**src/logic/csma_pkg.sv**
```systemverilog
// widths, protocol constants, state encodings and port structs for the CSMA/CA block
package csma_pkg;

    localparam int US_W       = 12;    // microsecond wait timer
    localparam int NAV_W      = 15;
    localparam int SLOT_CNT_W = 10;
    localparam int BO_W       = SLOT_CNT_W + 5;    // slots times a 5 bit slot time

    localparam logic [3:0]      CW_EXP_MAX     = 4'd10;
    localparam logic [US_W-1:0] LONGEST_ACK_US = 12'd44;
    localparam logic [31:0]     LFSR_RESET     = 32'h1020f0cb;

    // interframe timing configuration, all in microseconds
    typedef struct packed {
        logic [6:0] sifs_time;
        logic [4:0] slot_time;
        logic       difs_enable;
        logic       eifs_enable;
    } ifs_cfg_t;

    // fields reported by the receive path while a frame comes in
    typedef struct packed {
        logic        hdr_strobe;
        logic        hdr_valid;
        logic        fc_di_valid;    // frame control and duration present
        logic [15:0] duration;
        logic        addr1_valid;
        logic [47:0] addr1;
        logic        fcs_strobe;
        logic        fcs_valid;
    } rx_frame_t;

    typedef enum logic [1:0] {
        NAV_IDLE,
        NAV_WAIT_DURATION,
        NAV_CHECK_RA,
        NAV_UPDATE
    } nav_state_t;

    typedef enum logic [2:0] {
        BO_IDLE,
        BO_CH_BUSY,
        BO_WAIT_NEW,     // ifs wait, new frame
        BO_WAIT_RETX,    // ifs wait, retransmission
        BO_RUN,
        BO_SUSPEND,
        BO_GRANTED
    } backoff_state_t;

endpackage

```
**src/logic/backoff_fsm.sv**
```systemverilog
// channel access FSM with IFS selection, IFS wait timer and slot backoff timer
`timescale 1ns/10ps

module backoff_fsm import csma_pkg::*; (
    input  logic                  clk,
    input  logic                  rstn,
    input  logic                  us_tick,
    input  logic                  medium_idle,
    input  ifs_cfg_t              ifs,
    input  logic                  rx_fcs_strobe,
    input  logic                  rx_fcs_valid,
    input  logic                  high_trigger,
    input  logic                  retrans_trigger,
    input  logic                  tx_bb_is_ongoing,
    input  logic [SLOT_CNT_W-1:0] num_slots,
    output logic                  draw,
    output logic                  backoff_done,
    output logic                  increase_cw,
    output logic [SLOT_CNT_W-1:0] num_slot_log
);

    backoff_state_t  state;
    logic [US_W-1:0] difs_us;
    logic [US_W-1:0] eifs_us;
    logic [US_W-1:0] ifs_us;
    logic [US_W-1:0] wait_timer;
    logic [BO_W-1:0] bo_timer;
    logic            prev_fcs_good;
    logic            is_retx;    // current attempt needs a backoff
    logic            bo_load;    // first RUN cycle, lfsr has just stepped

    assign difs_us = ifs.difs_enable ?
                     US_W'(ifs.sifs_time) + US_W'({ifs.slot_time, 1'b0}) : '0;
    assign eifs_us = ifs.eifs_enable ?
                     US_W'(ifs.sifs_time) + difs_us + LONGEST_ACK_US : '0;

    // EIFS after a corrupted frame, also right after reset
    assign ifs_us = prev_fcs_good ? difs_us : eifs_us;

    always_ff @(posedge clk) begin
        if (!rstn) begin
            prev_fcs_good <= 1'b0;
        end else if (rx_fcs_strobe) begin
            prev_fcs_good <= rx_fcs_valid;
        end
    end

    // step the rng as the retransmission IFS wait ends
    assign draw = (state == BO_WAIT_RETX) && medium_idle && (wait_timer == '0);

    assign backoff_done = (state == BO_GRANTED);

    always_ff @(posedge clk) begin
        if (!rstn) begin
            state        <= BO_IDLE;
            wait_timer   <= '0;
            bo_timer     <= '0;
            is_retx      <= 1'b0;
            bo_load      <= 1'b0;
            increase_cw  <= 1'b0;
            num_slot_log <= '0;
        end else begin
            increase_cw <= 1'b0;    // single cycle pulse
            bo_load     <= 1'b0;
            case (state)
                BO_IDLE: begin
                    if (high_trigger || retrans_trigger) begin
                        is_retx <= !high_trigger;    // new frame wins a tie
                        if (high_trigger) begin
                            num_slot_log <= '0;
                        end
                        if (medium_idle) begin
                            wait_timer <= ifs_us;
                            state      <= high_trigger ? BO_WAIT_NEW : BO_WAIT_RETX;
                        end else begin
                            increase_cw <= !high_trigger;
                            state       <= BO_CH_BUSY;
                        end
                    end
                end
                BO_CH_BUSY: begin
                    if (medium_idle) begin
                        wait_timer <= ifs_us;    // full IFS again after busy
                        state      <= is_retx ? BO_WAIT_RETX : BO_WAIT_NEW;
                    end
                end
                BO_WAIT_NEW: begin
                    if (!medium_idle) begin
                        state <= BO_CH_BUSY;
                    end else if (wait_timer == '0) begin
                        state <= BO_GRANTED;
                    end else if (us_tick) begin
                        wait_timer <= wait_timer - 1'b1;
                    end
                end
                BO_WAIT_RETX: begin
                    if (!medium_idle) begin
                        increase_cw <= 1'b1;
                        state       <= BO_CH_BUSY;
                    end else if (wait_timer == '0) begin
                        bo_load <= 1'b1;
                        state   <= BO_RUN;
                    end else if (us_tick) begin
                        wait_timer <= wait_timer - 1'b1;
                    end
                end
                BO_RUN: begin
                    if (bo_load) begin
                        bo_timer     <= BO_W'(num_slots) * BO_W'(ifs.slot_time);
                        num_slot_log <= num_slots;
                    end else if (!medium_idle) begin
                        state <= BO_SUSPEND;    // countdown frozen
                    end else if (bo_timer == '0) begin
                        state <= BO_GRANTED;
                    end else if (us_tick) begin
                        bo_timer <= bo_timer - 1'b1;
                    end
                end
                BO_SUSPEND: begin
                    if (medium_idle) begin
                        state <= BO_RUN;
                    end
                end
                BO_GRANTED: begin
                    // grant held until the baseband starts sending
                    if (tx_bb_is_ongoing) begin
                        state <= BO_IDLE;
                    end
                end
                default: state <= BO_IDLE;
            endcase
        end
    end

endmodule

```
**src/logic/backoff_rng.sv**
```systemverilog
// backoff random source with XNOR LFSR and contention window masking
`timescale 1ns/10ps

module backoff_rng import csma_pkg::*; (
    input  logic                  clk,
    input  logic                  rstn,
    input  logic                  draw,
    input  logic [3:0]            cw_exp_used,
    output logic [SLOT_CNT_W-1:0] num_slots
);

    logic [31:0]           lfsr;
    logic                  feedback;
    logic [3:0]            exp_clamped;
    logic [SLOT_CNT_W-1:0] win_mask;

    // taps 31, 21, 1, 0
    assign feedback = ~^{lfsr[31], lfsr[21], lfsr[1:0]};

    always_ff @(posedge clk) begin
        if (!rstn) begin
            lfsr <= LFSR_RESET;
        end else if (draw) begin
            lfsr <= {lfsr[30:0], feedback};
        end
    end

    assign exp_clamped = (cw_exp_used > CW_EXP_MAX) ? CW_EXP_MAX : cw_exp_used;

    // 2^exp - 1, all ones at the largest exponent
    assign win_mask = ~({SLOT_CNT_W{1'b1}} << exp_clamped);

    assign num_slots = lfsr[SLOT_CNT_W-1:0] & win_mask;

endmodule

```
**src/logic/csma_ca.sv**
```systemverilog
// CSMA/CA channel access top with NAV tracker, backoff rng, access FSM and medium idle
`timescale 1ns/10ps

module csma_ca import csma_pkg::*; (
    input  logic                  clk,
    input  logic                  rstn,
    input  rx_frame_t             rx,
    input  logic [47:0]           self_mac_addr,
    input  logic                  nav_enable,
    input  ifs_cfg_t              ifs,
    input  logic [3:0]            cw_exp_used,
    input  logic                  us_tick,
    input  logic                  ch_idle,
    input  logic                  high_trigger,
    input  logic                  retrans_trigger,
    input  logic                  tx_bb_is_ongoing,
    output logic                  backoff_done,
    output logic                  increase_cw,
    output logic [SLOT_CNT_W-1:0] num_slot_log
);

    logic [NAV_W-1:0]      nav;
    logic                  medium_idle;
    logic                  draw;
    logic [SLOT_CNT_W-1:0] num_slots;

    // virtual carrier sense counts only when enabled
    assign medium_idle = ch_idle && (!nav_enable || nav == '0);

    nav_tracker nav_i (
        .clk           (clk),
        .rstn          (rstn),
        .rx            (rx),
        .self_mac_addr (self_mac_addr),
        .us_tick       (us_tick),
        .nav           (nav)
    );

    backoff_rng rng_i (
        .clk         (clk),
        .rstn        (rstn),
        .draw        (draw),
        .cw_exp_used (cw_exp_used),
        .num_slots   (num_slots)
    );

    backoff_fsm fsm_i (
        .clk              (clk),
        .rstn             (rstn),
        .us_tick          (us_tick),
        .medium_idle      (medium_idle),
        .ifs              (ifs),
        .rx_fcs_strobe    (rx.fcs_strobe),
        .rx_fcs_valid     (rx.fcs_valid),
        .high_trigger     (high_trigger),
        .retrans_trigger  (retrans_trigger),
        .tx_bb_is_ongoing (tx_bb_is_ongoing),
        .num_slots        (num_slots),
        .draw             (draw),
        .backoff_done     (backoff_done),
        .increase_cw      (increase_cw),
        .num_slot_log     (num_slot_log)
    );

endmodule

```
**src/logic/nav_tracker.sv**
```systemverilog
// network allocation vector tracker with frame state machine and microsecond countdown
`timescale 1ns/10ps

module nav_tracker import csma_pkg::*; (
    input  logic             clk,
    input  logic             rstn,
    input  rx_frame_t        rx,
    input  logic [47:0]      self_mac_addr,
    input  logic             us_tick,
    output logic [NAV_W-1:0] nav
);

    nav_state_t       state;
    logic             nav_set;
    logic [NAV_W-1:0] nav_new;

    // frame walk, a header strobe always restarts it
    always_ff @(posedge clk) begin
        if (!rstn) begin
            state   <= NAV_IDLE;
            nav_set <= 1'b0;
        end else begin
            nav_set <= 1'b0;
            if (rx.hdr_strobe) begin
                state <= rx.hdr_valid ? NAV_WAIT_DURATION : NAV_IDLE;
            end else begin
                case (state)
                    NAV_WAIT_DURATION: begin
                        // bit 15 set means AID or reserved, not a duration
                        if (rx.fc_di_valid && !rx.duration[15]) begin
                            state <= NAV_CHECK_RA;
                        end
                    end
                    NAV_CHECK_RA: begin
                        if (rx.addr1_valid) begin
                            // frames for us never touch the NAV
                            state <= (rx.addr1 != self_mac_addr) ? NAV_UPDATE : NAV_IDLE;
                        end
                    end
                    NAV_UPDATE: begin
                        if (rx.fcs_strobe) begin
                            nav_set <= rx.fcs_valid;    // commit only on good fcs
                            state   <= NAV_IDLE;
                        end
                    end
                    default: state <= NAV_IDLE;
                endcase
            end
        end
    end

    // duration held until the fcs decides
    always_ff @(posedge clk) begin
        if (state == NAV_WAIT_DURATION && rx.fc_di_valid) begin
            nav_new <= rx.duration[NAV_W-1:0];
        end
    end

    always_ff @(posedge clk) begin
        if (!rstn) begin
            nav <= '0;
        end else if (nav_set) begin
            nav <= (nav_new > nav) ? nav_new : nav;    // never shorten a running NAV
        end else if (us_tick && nav != '0) begin
            nav <= nav - 1'b1;
        end
    end

endmodule

```
**config.mk**
```make
export PLATFORM = sky130hd
export DESIGN_NAME = csma_ca
export DESIGN_NICKNAME = d
export VERILOG_FILES = /design/src/logic/csma_pkg.sv /design/src/logic/backoff_fsm.sv /design/src/logic/backoff_rng.sv /design/src/logic/csma_ca.sv /design/src/logic/nav_tracker.sv
export SDC_FILE = /design/constraint.sdc
export NUM_CORES = 1
export LEC_CHECK = 0
export BUFFER_PORTS_ARGS = -buffer_cell sky130_fd_sc_hd__buf_4
export CELL_PAD_IN_SITES_DETAIL_PLACEMENT = 1
export CELL_PAD_IN_SITES_GLOBAL_PLACEMENT = 1
export CORE_MARGIN = 4
export CORE_UTILIZATION = 43
export CTS_CLUSTER_DIAMETER = 80
export DETAILED_ROUTE_END_ITERATION = 6
export GPL_ROUTABILITY_DRIVEN = 0
export PLACE_DENSITY = 0.81
export SLEW_MARGIN = 30
export SYNTH_ARGS = -nofsm -noshare
export SYNTH_HDL_FRONTEND = slang
export SYNTH_SLANG_ARGS = --single-unit
```
**constraint.sdc**
```tcl
create_clock -name clk -period 5.57 [get_ports clk]
set_input_delay 0 -clock clk [delete_from_list [all_inputs] [get_ports clk]]
set_output_delay 0 -clock clk [all_outputs]
set_load 0.05 [all_outputs]
```
; ---- After elaboration in Yosys (flattened, before gate mapping)
; Index checks and enable logic that the tools add are counted.
[totals]
reg_bits = 109
in_bits = 144
out_inout_bits = 12
wordCells = 136
[op_classes]
add_sub_neg = 6
n_mul = 1
magnitude_cmp = 2
n_eq_ne = 28
shifts = 1
n_mux = 48
n_bitwise = 5
n_reduce_logical = 32
[op_table]
columns = cell, count
row1 = 2-to-1 mux 15 bit, 7
row2 = 2-to-1 mux 12 bit, 8
row3 = inequality test 48 bit, 1
row4 = 2-to-1 mux 3 bit, 12
row5 = one-hot mux 12 bit (3 select lines), 1
row6 = zero test 15 bit, 2
row7 = 2-to-1 mux 10 bit, 3
row8 = subtractor 15 x 1 -> 15 bit (second input constant), 2
row9 = one-hot mux 3 bit (7 select lines), 1
row10 = one-hot mux 10 bit (2 select lines), 1
row11 = > comparator 15 bit, 1
row12 = multiplier 10 x 5 -> 15 bit, 1
row13 = inequality test 3 bit (second input constant), 5
row14 = nonzero test 15 bit, 1
row15 = inequality test 2 x 1 -> 1 bit (second input constant), 7
row16 = adder 12 x 6 -> 12 bit (second input constant), 1
row17 = adder 7 x 12 -> 12 bit, 1
row18 = zero test 12 bit, 1
row19 = subtractor 12 x 1 -> 12 bit (second input constant), 1
row20 = AND 10 bit, 1
row21 = 2-to-1 mux 2 bit, 5
row22 = inequality test 2 bit (second input constant), 5
row23 = NOT 10 bit, 1
row24 = << shifter 10 x 4 -> 10 bit (first input constant), 1
row25 = 27 further kinds, 53

; ---- Depth between registers and ports, before layout
; Gate-level depths: netlist of run 1.
[depth]
depth_word = 9
depth_mapped = 17
mapped_depth_nobuf = 16

; ---- Cells and area by module
; A second synthesis of run 1 with hierarchy kept.
[hier_totals]
hier_cells = 1010
area_unflattened_um2 = 8622.0
[modules_own_cells]
columns = module, instances, cells_each, area_per_inst_um2, seq_area_each_um2
row1 = backoff_fsm, 1, 608, 4737.0, 880.8
row2 = nav_tracker, 1, 274, 2512.4, 810.8
row3 = backoff_rng, 1, 122, 1310.0, 640.6
row4 = csma_ca, 1, 6, 62.6, 0.0

; ---- Worst setup path before layout of run 1
; OpenSTA, ideal clock, no wires.
[synth_path]
path_kind = input -> register
from = in cw_exp_used[2]
to = reg fsm_i.bo_timer[13]
setup_ns = 0.074
t_arrival_ns = 3.913
t_required_ns = 5.496
path_slack_ns = 1.583
path_stages = 15
n_path_buf = 1
cell_sequence = clkbuf_1 o31a_1 and2_1 fa_1 fa_1 inv_1 fa_1 inv_1 ha_1 a21oi_1 o22ai_1 o41a_1 a21oi_1 mux2_2 a31oi_1
[synth_via]
elab_chain_len = 7
[synth_lines]
columns = element, line_no
row1 = start: declaration, csma_ca.sv:11  ; input logic [3:0] cw_exp_used,
row2 = > comparator 4 bit, backoff_rng.sv:28  ; assign exp_clamped = (cw_exp_used > CW_EXP_MAX) ? CW_EXP_MAX : cw_exp_used;
row3 = 2-to-1 mux 4 bit (*), backoff_rng.sv:28
row4 = << shifter 10 x 4 -> 10 bit (*), backoff_rng.sv:31  ; assign win_mask = ~({SLOT_CNT_W{1'b1}} << exp_clamped);
row5 = NOT 10 bit (*), backoff_rng.sv:31
row6 = AND 10 bit (*), backoff_rng.sv:33  ; assign num_slots = lfsr[SLOT_CNT_W-1:0] & win_mask;
row7 = multiplier 10 x 5 -> 15 bit (*), backoff_fsm.sv:109  ; bo_timer <= BO_W'(num_slots) * BO_W'(ifs.slot_time);
row8 = 2-to-1 mux 15 bit (*), backoff_fsm.sv:108  ; if (bo_load) begin
row9 = end signal: assignment, backoff_fsm.sv:109
row10 = end signal: assignment, backoff_fsm.sv:116  ; bo_timer <= bo_timer - 1'b1;
row11 = end: declaration, backoff_fsm.sv:27  ; logic [BO_W-1:0] bo_timer;
; Mark *: on every way between the ends. The rest lies on a longest branch, timed or not.
; A chain may end at the register's enable or synchronous reset.

; ---- Worst setup path after layout of run 1
[layout_path]
from = reg rng_i.lfsr[2]
to = reg fsm_i.bo_timer[13]
[layout_via]
elab_chain_len = 3
[layout_lines]
columns = element, line_no
row1 = start: declaration, backoff_rng.sv:12  ; logic [31:0] lfsr;
row2 = start signal: assignment, backoff_rng.sv:24  ; lfsr <= {lfsr[30:0], feedback};
row3 = AND 10 bit, backoff_rng.sv:33
row4 = multiplier 10 x 5 -> 15 bit, backoff_fsm.sv:109
row5 = 2-to-1 mux 15 bit, backoff_fsm.sv:108
; No other way between the ends.

==> impl_metrics.json, run 1 <==
{
  "period_needed_ps": 4400,
  "drt_iter0_drc": 311,
  "io_pins": 156,
  "setup_tns_ps": 0,
  "grt_antenna_before_repair": 0,
  "synth_nets": 1253,
  "pwr_density_cell_nw_per_um2": 301,
  "fin_worst_skew_ps": 9.09,
  "netlist_area_um2": 8550,
  "die-area_um2": 22200,
  "cap_violations": 0,
  "num-fill-cells": 2400,
  "grt_pass1_wl_mm": 43.3,
  "tightest_slew_ps": 799,
  "grt_usage": 0.242,
  "yosysSeqAreaShare": 0.273,
  "io_buffers": 155,
  "top_layer_used": "met4",
  "die_y_um": 149,
  "postCtsSetupBuffers": 0,
  "vdd_drop_max_v": 0.000161,
  "grt_pass1_vias": 8390,
  "ys_warn_count": 0,
  "arrival_ps": 4680,
  "synth-async-reset-ratio": 0,
  "grt_max_degree": 64,
  "required_ps": 5850,
  "max_freq_ghz": 0.227,
  "cp-end-kind": "register",
  "grt_setup_unrepaired": "false",
  "yosysUniqueCellTypes": 81,
  "dp_hpwl_mm": 20.0,
  "htreeDepth": 3,
  "clock-sinks": 109,
  "report.final.slew_viol_count": 0,
  "layout_common_cells": "buf_4, nor2_1, dfxtp_1, nand2_1, inv_1",
  "nNetsFinal": 1405,
  "worstSetupStartpointType": "register",
  "cts_root_buf": "clkbuf_16",
  "drcViolationCount": 0,
  "first_pass_iters": 4,
  "finalPower_uw": 3140,
  "insertion_delay_ps": 370,
  "syn2layout_area_growth_pct": 21.9,
  "mostFrequentLayoutCell": "buf_4",
  "m1WireLength_mm": 11.8,
  "wl_met2_mm": 13.7,
  "ant_nets": 0,
  "hold_viol_final": 0,
  "status": "complete, no violations",
  "rows": 51,
  "cts_resized": 0,
  "path_clk_slew_ps": 70,
  "routedWlPerCell_um": 18.4,
  "wl_met3_um": 743,
  "hp-class": "in2reg",
  "p_leak_uw": 0.00427,
  "dr_total_vias": 8066,
  "setup_viol": 0,
  "overflow": 0,
  "syn_avg_cell_area_um2": 8.37,
  "via_per_inst": 5.59,
  "synth_edf_count": 15,
  "critPathMaxFanout": 6,
  "routed_wl_mm": 26.6,
  "crit_type": "reg2reg",
  "core_area_um2": 19500,
  "ys.flop_type": "dfxtp_1",
  "finalCritPeriodShare": 0.790,
  "antenna_cells": 0,
  "start_util": 0.438,
  "syn_inst": 1022,
  "cts_buffers": 9,
  "synth_seq_cells": 109,
  "slew_headroom": 0.467,
  "cts_tree": "built",
  "layout-drive-gt1-share": 0.173,
  "cts_max_path_buffers": 2,
  "die_w_um": 149
}
synthesized netlist by cell type (8+ instances only):
cell	number	area (um2)
dfxtp_1	94	1880
nor3_1	24	120
clkbuf_1	32	120
nand3_1	28	140
a21oi_1	65	325
fa_1	26	521
nor2b_1	9	56.3
a21o_1	9	67.6
and2_1	42	263
a211oi_1	10	75.1
o21ai_0	53	265
a31oi_1	20	125
o21a_1	8	60.1
inv_1	74	278
nor4_1	11	68.8
xor2_1	10	87.6
ha_1	61	763
nor2_1	98	368
xnor2_1	55	482
edfxtp_1	15	450
nand2_1	83	312
mux2i_1	35	350
nand4_1	22	138
a22oi_1	9	67.6
metrics by stage:
step / instances / setup WS (ps) / area, um2 / utilization / hold WS, ps
2_1_floorplan: 1022 / 1580 / 8550 / - / 76.7
4_1_cts: 1444 / 1140 / 10400 / 0.534 / 1.45
3_3_place_gp: 1406 / 1390 / 9900 / 0.507 / 179
6_report: 1444 / 1170 / 10400 / 0.534 / 17.3
3_5_place_dp: 1406 / 1240 / 9900 / 0.507 / 179
5_1_grt: 1444 / 881 / 10400 / 0.534 / 29.7
cell families after synthesis:
| kind of cell | share of synthesized area |
|---|---|
| and+or+nand+nor | 0.220 |
| AOI/OAI and AO/OA | 0.192 |
| buffers and inverters | 0.0553 |
| DFF | 0.273 |
| adders and majority gates | 0.150 |
| xor gates and xnor gates | 0.0665 |
| muxes | 0.0436 |
worst max-delay path, stage by stage, from the launching register on:
cell and delay, ps:
dfxtp_1 350, nor2b_1 350, and2_1 220, fa_1 450, fa_1 540, inv_1 60
fa_1 530, inv_1 50, ha_1 360, a21oi_1 190, o22ai_1 130, o41a_1 390
a21oi_1 190, mux2_2 350, a31oi_1 160
sequential cells by signal (all words and copies together) (netlist names):
register,count
rng_i.lfsr,32
fsm_i.bo_timer,15
nav_i.nav,15
nav_i.nav_new,15
fsm_i.wait_timer,12
fsm_i.num_slot_log,10
fsm_i.state,3
nav_i.state,2
fsm_i.bo_load,1
fsm_i.increase_cw,1
fsm_i.is_retx,1
fsm_i.prev_fcs_good,1
nav_i.nav_set,1
where the power goes:
part / leakage, uW / internal, uW / switching, uW / total, uW
logic: 0.00323 / 590 / 833 / 1420
registers: 0.000898 / 885 / 150 / 1040
clock network: 0.000148 / 365 / 321 / 687
final cells by class:
cell class | instances | area (um2) | area share
multi-input cells | 796 | 5750 | 0.551
flip-flops and latches | 109 | 2330 | 0.224
repair buffers | 182 | 1420 | 0.136
well taps | 265 | 332 | 0.0318
inverters | 76 | 285 | 0.0274
clock buffers | 10 | 239 | 0.0229
clock inverters | 6 | 68.8 | 0.00660
what timing repair did:
item | 4_1_cts | 5_1_grt
endpoints found under the setup margin | 0 | 0
hold buffers | 22 | 0
endpoints found under the hold margin | 21 | 0
final timing paths:
path,from,endpoint,slack [ps],depth (start not counted)
worst max-delay path,rng_i.lfsr[2],fsm_i.bo_timer[13],1170,14
worst min-delay path,rx[68],nav_i.state[0],20,3
worst max register to register,rng_i.lfsr[2],fsm_i.bo_timer[13],1170,14
worst min register to register,rng_i.lfsr[28],rng_i.lfsr[28],480,2
routing by layer:
metal	vias to the layer above	global-route usage
li1	3961	-
met1	3957	0.310
met2	114	0.431
met3	34	0.0322
met4	0	0.0609
met5	-	0
Note: power is estimated with default switching activity, not from simulation.
==> run 2, diff against run 1 <==
clock period = 4.3 ns   (was 5.57 ns; I/O delays follow)
==> impl_metrics.json, run 2 (synthesis results as in run 1) <==
{
  "status": "complete, no violations",
  "dp_hpwl_mm": 20.2,
  "worstHoldStart": "ifs[2]",
  "rr_worst_depth": 14,
  "via_per_inst": 5.51,
  "report.final.slew_viol_count": 0,
  "tightest_slew_ps": 867,
  "r2r-end": "fsm_i.bo_timer[13]",
  "setup_viol": 0,
  "die-area_um2": 22200,
  "finalPower_uw": 4080,
  "hp-class": "in2reg",
  "layout-drive-gt1-share": 0.185,
  "rows": 51,
  "hold_ws_ps": 32.3,
  "slew_headroom": 0.421,
  "max_freq_ghz": 0.242,
  "grt_pass1_vias": 8555,
  "drt_iter0_drc": 367,
  "pwr_density_cell_nw_per_um2": 388,
  "die_w_um": 149,
  "worstSetupStartpointType": "register",
  "antenna_cells": 0,
  "grt_pass1_wl_mm": 43.7,
  "io_buffers": 155,
  "core_area_um2": 19500,
  "period_needed_ps": 4130,
  "cts_buffers": 9,
  "cts_max_path_buffers": 2,
  "routed_wl_mm": 26.7,
  "fin_worst_skew_ps": 8.03,
  "hold_end": "fsm_i.bo_timer[0]",
  "htreeDepth": 3,
  "start_util": 0.438,
  "finalCritPeriodShare": 0.962,
  "path_clk_slew_ps": 80,
  "rr_startpoint": "rng_i.lfsr[1]",
  "arrival_ps": 4410,
  "required_ps": 4580,
  "die_y_um": 149,
  "seq_area_um2": 2330,
  "grt_usage": 0.243,
  "grt_max_degree": 47,
  "top_register": "rng_i.lfsr",
  "critPathMaxFanout": 5,
  "overflow": 0,
  "post_dp_cell_area_um2": 9910,
  "nNetsFinal": 1412,
  "drcViolationCount": 0,
  "stdcell_area_um2": 10500,
  "routedWlPerCell_um": 18.4,
  "insertion_delay_ps": 360,
  "rrSetupSlack_ps": 170,
  "crit_type": "reg2reg",
  "dr_total_vias": 8001,
  "hold_viol_final": 0,
  "num-fill-cells": 2369,
  "worstHoldPathCells": 3,
  "setup_tns_ps": 0,
  "first_pass_iters": 4,
  "io_pins": 156,
  "cts_tree": "built",
  "cts_root_buf": "clkbuf_16",
  "cp-end-kind": "register",
  "vdd_drop_max_v": 0.000229,
  "p_leak_uw": 0.00431,
  "mostFrequentLayoutCell": "buf_4",
  "ant_nets": 0,
  "multi_input_area_um2": 5790,
  "cap_violations": 0,
  "grt_antenna_before_repair": 0,
  "largest_reg_flops": 32,
  "layout_common_cells": "buf_4, nor2_1, dfxtp_1, nand2_1, inv_1",
  "clock-sinks": 109,
  "syn2layout_area_growth_pct": 22.9
}
==> run 2: area by class of cell <==
class,count,share of cell area
tap,265,0.0315
clock buffer,10,0.0238
timing repair buffer,189,0.140
clock inverter,6,0.00488
inverter,76,0.0271
multi-input combinational,796,0.551
sequential,109,0.222
==> run 2: how the worst max path moves through the flow <==
stage              startpoint                  to  slack, ps  cells past startpoint
2_1_floorplan  cw_exp_used[2]  fsm_i.bo_timer[13]        310                     15
3_3_place_gp    rng_i.lfsr[1]  fsm_i.bo_timer[13]        170                     14
3_5_place_dp    rng_i.lfsr[1]  fsm_i.bo_timer[13]          3                     14
4_1_cts         rng_i.lfsr[2]  fsm_i.bo_timer[13]          3                     14
5_1_grt         rng_i.lfsr[1]  fsm_i.bo_timer[13]        -20                     14
6_report        rng_i.lfsr[1]  fsm_i.bo_timer[13]        170                     14
==> run 2: through the flow <==
step,cells,worst slack (ps),util
global placement,1408,167,0.508
floorplan,1022,313,-
CTS,1449,3.34,0.536
detailed placement,1408,2.92,0.508
global route,1451,-17.2,0.539
finish,1451,165,0.539
==> run 2: critical path, cell delays in order, from the launching register on <==
cell and delay, ps:
dfxtp_2 370, o31a_1 200, buf_4 140, nand2_1 70, fa_1 490, fa_1 520, fa_1 540, inv_1 40
ha_1 360, nand3_1 110, o22ai_1 110, o41a_1 440, a21oi_1 170, mux2_2 360, a31oi_1 140
==> run 2: what timing repair did <==
action | in CTS | in global routing
gates resized for setup | 0 | 12
hold endpoints to repair | 20 | 0
hold buffers | 22 | 0
pin swaps | 0 | 2
setup endpoints to repair | 1 | 8
buffers inserted | 3 | 2
==> run 2: metal layers <==
layer | GRT usage | part of all wire | up-vias
met1 | 0.309 | 0.44 | 3890
met2 | 0.432 | 0.51 | 109
met5 | 0 | 0 | -
met3 | 0.0407 | 0.030 | 28
met4 | 0.0540 | 0.017 | 0
li1 | - | - | 3974
==> run 2: where the power goes <==
group	internal, uW	leakage, uW	switching [uW]	total [uW]
Clock	439	0.000150	432	871
Sequential	1150	0.000897	199	1350
Combinational	773	0.00326	1090	1860
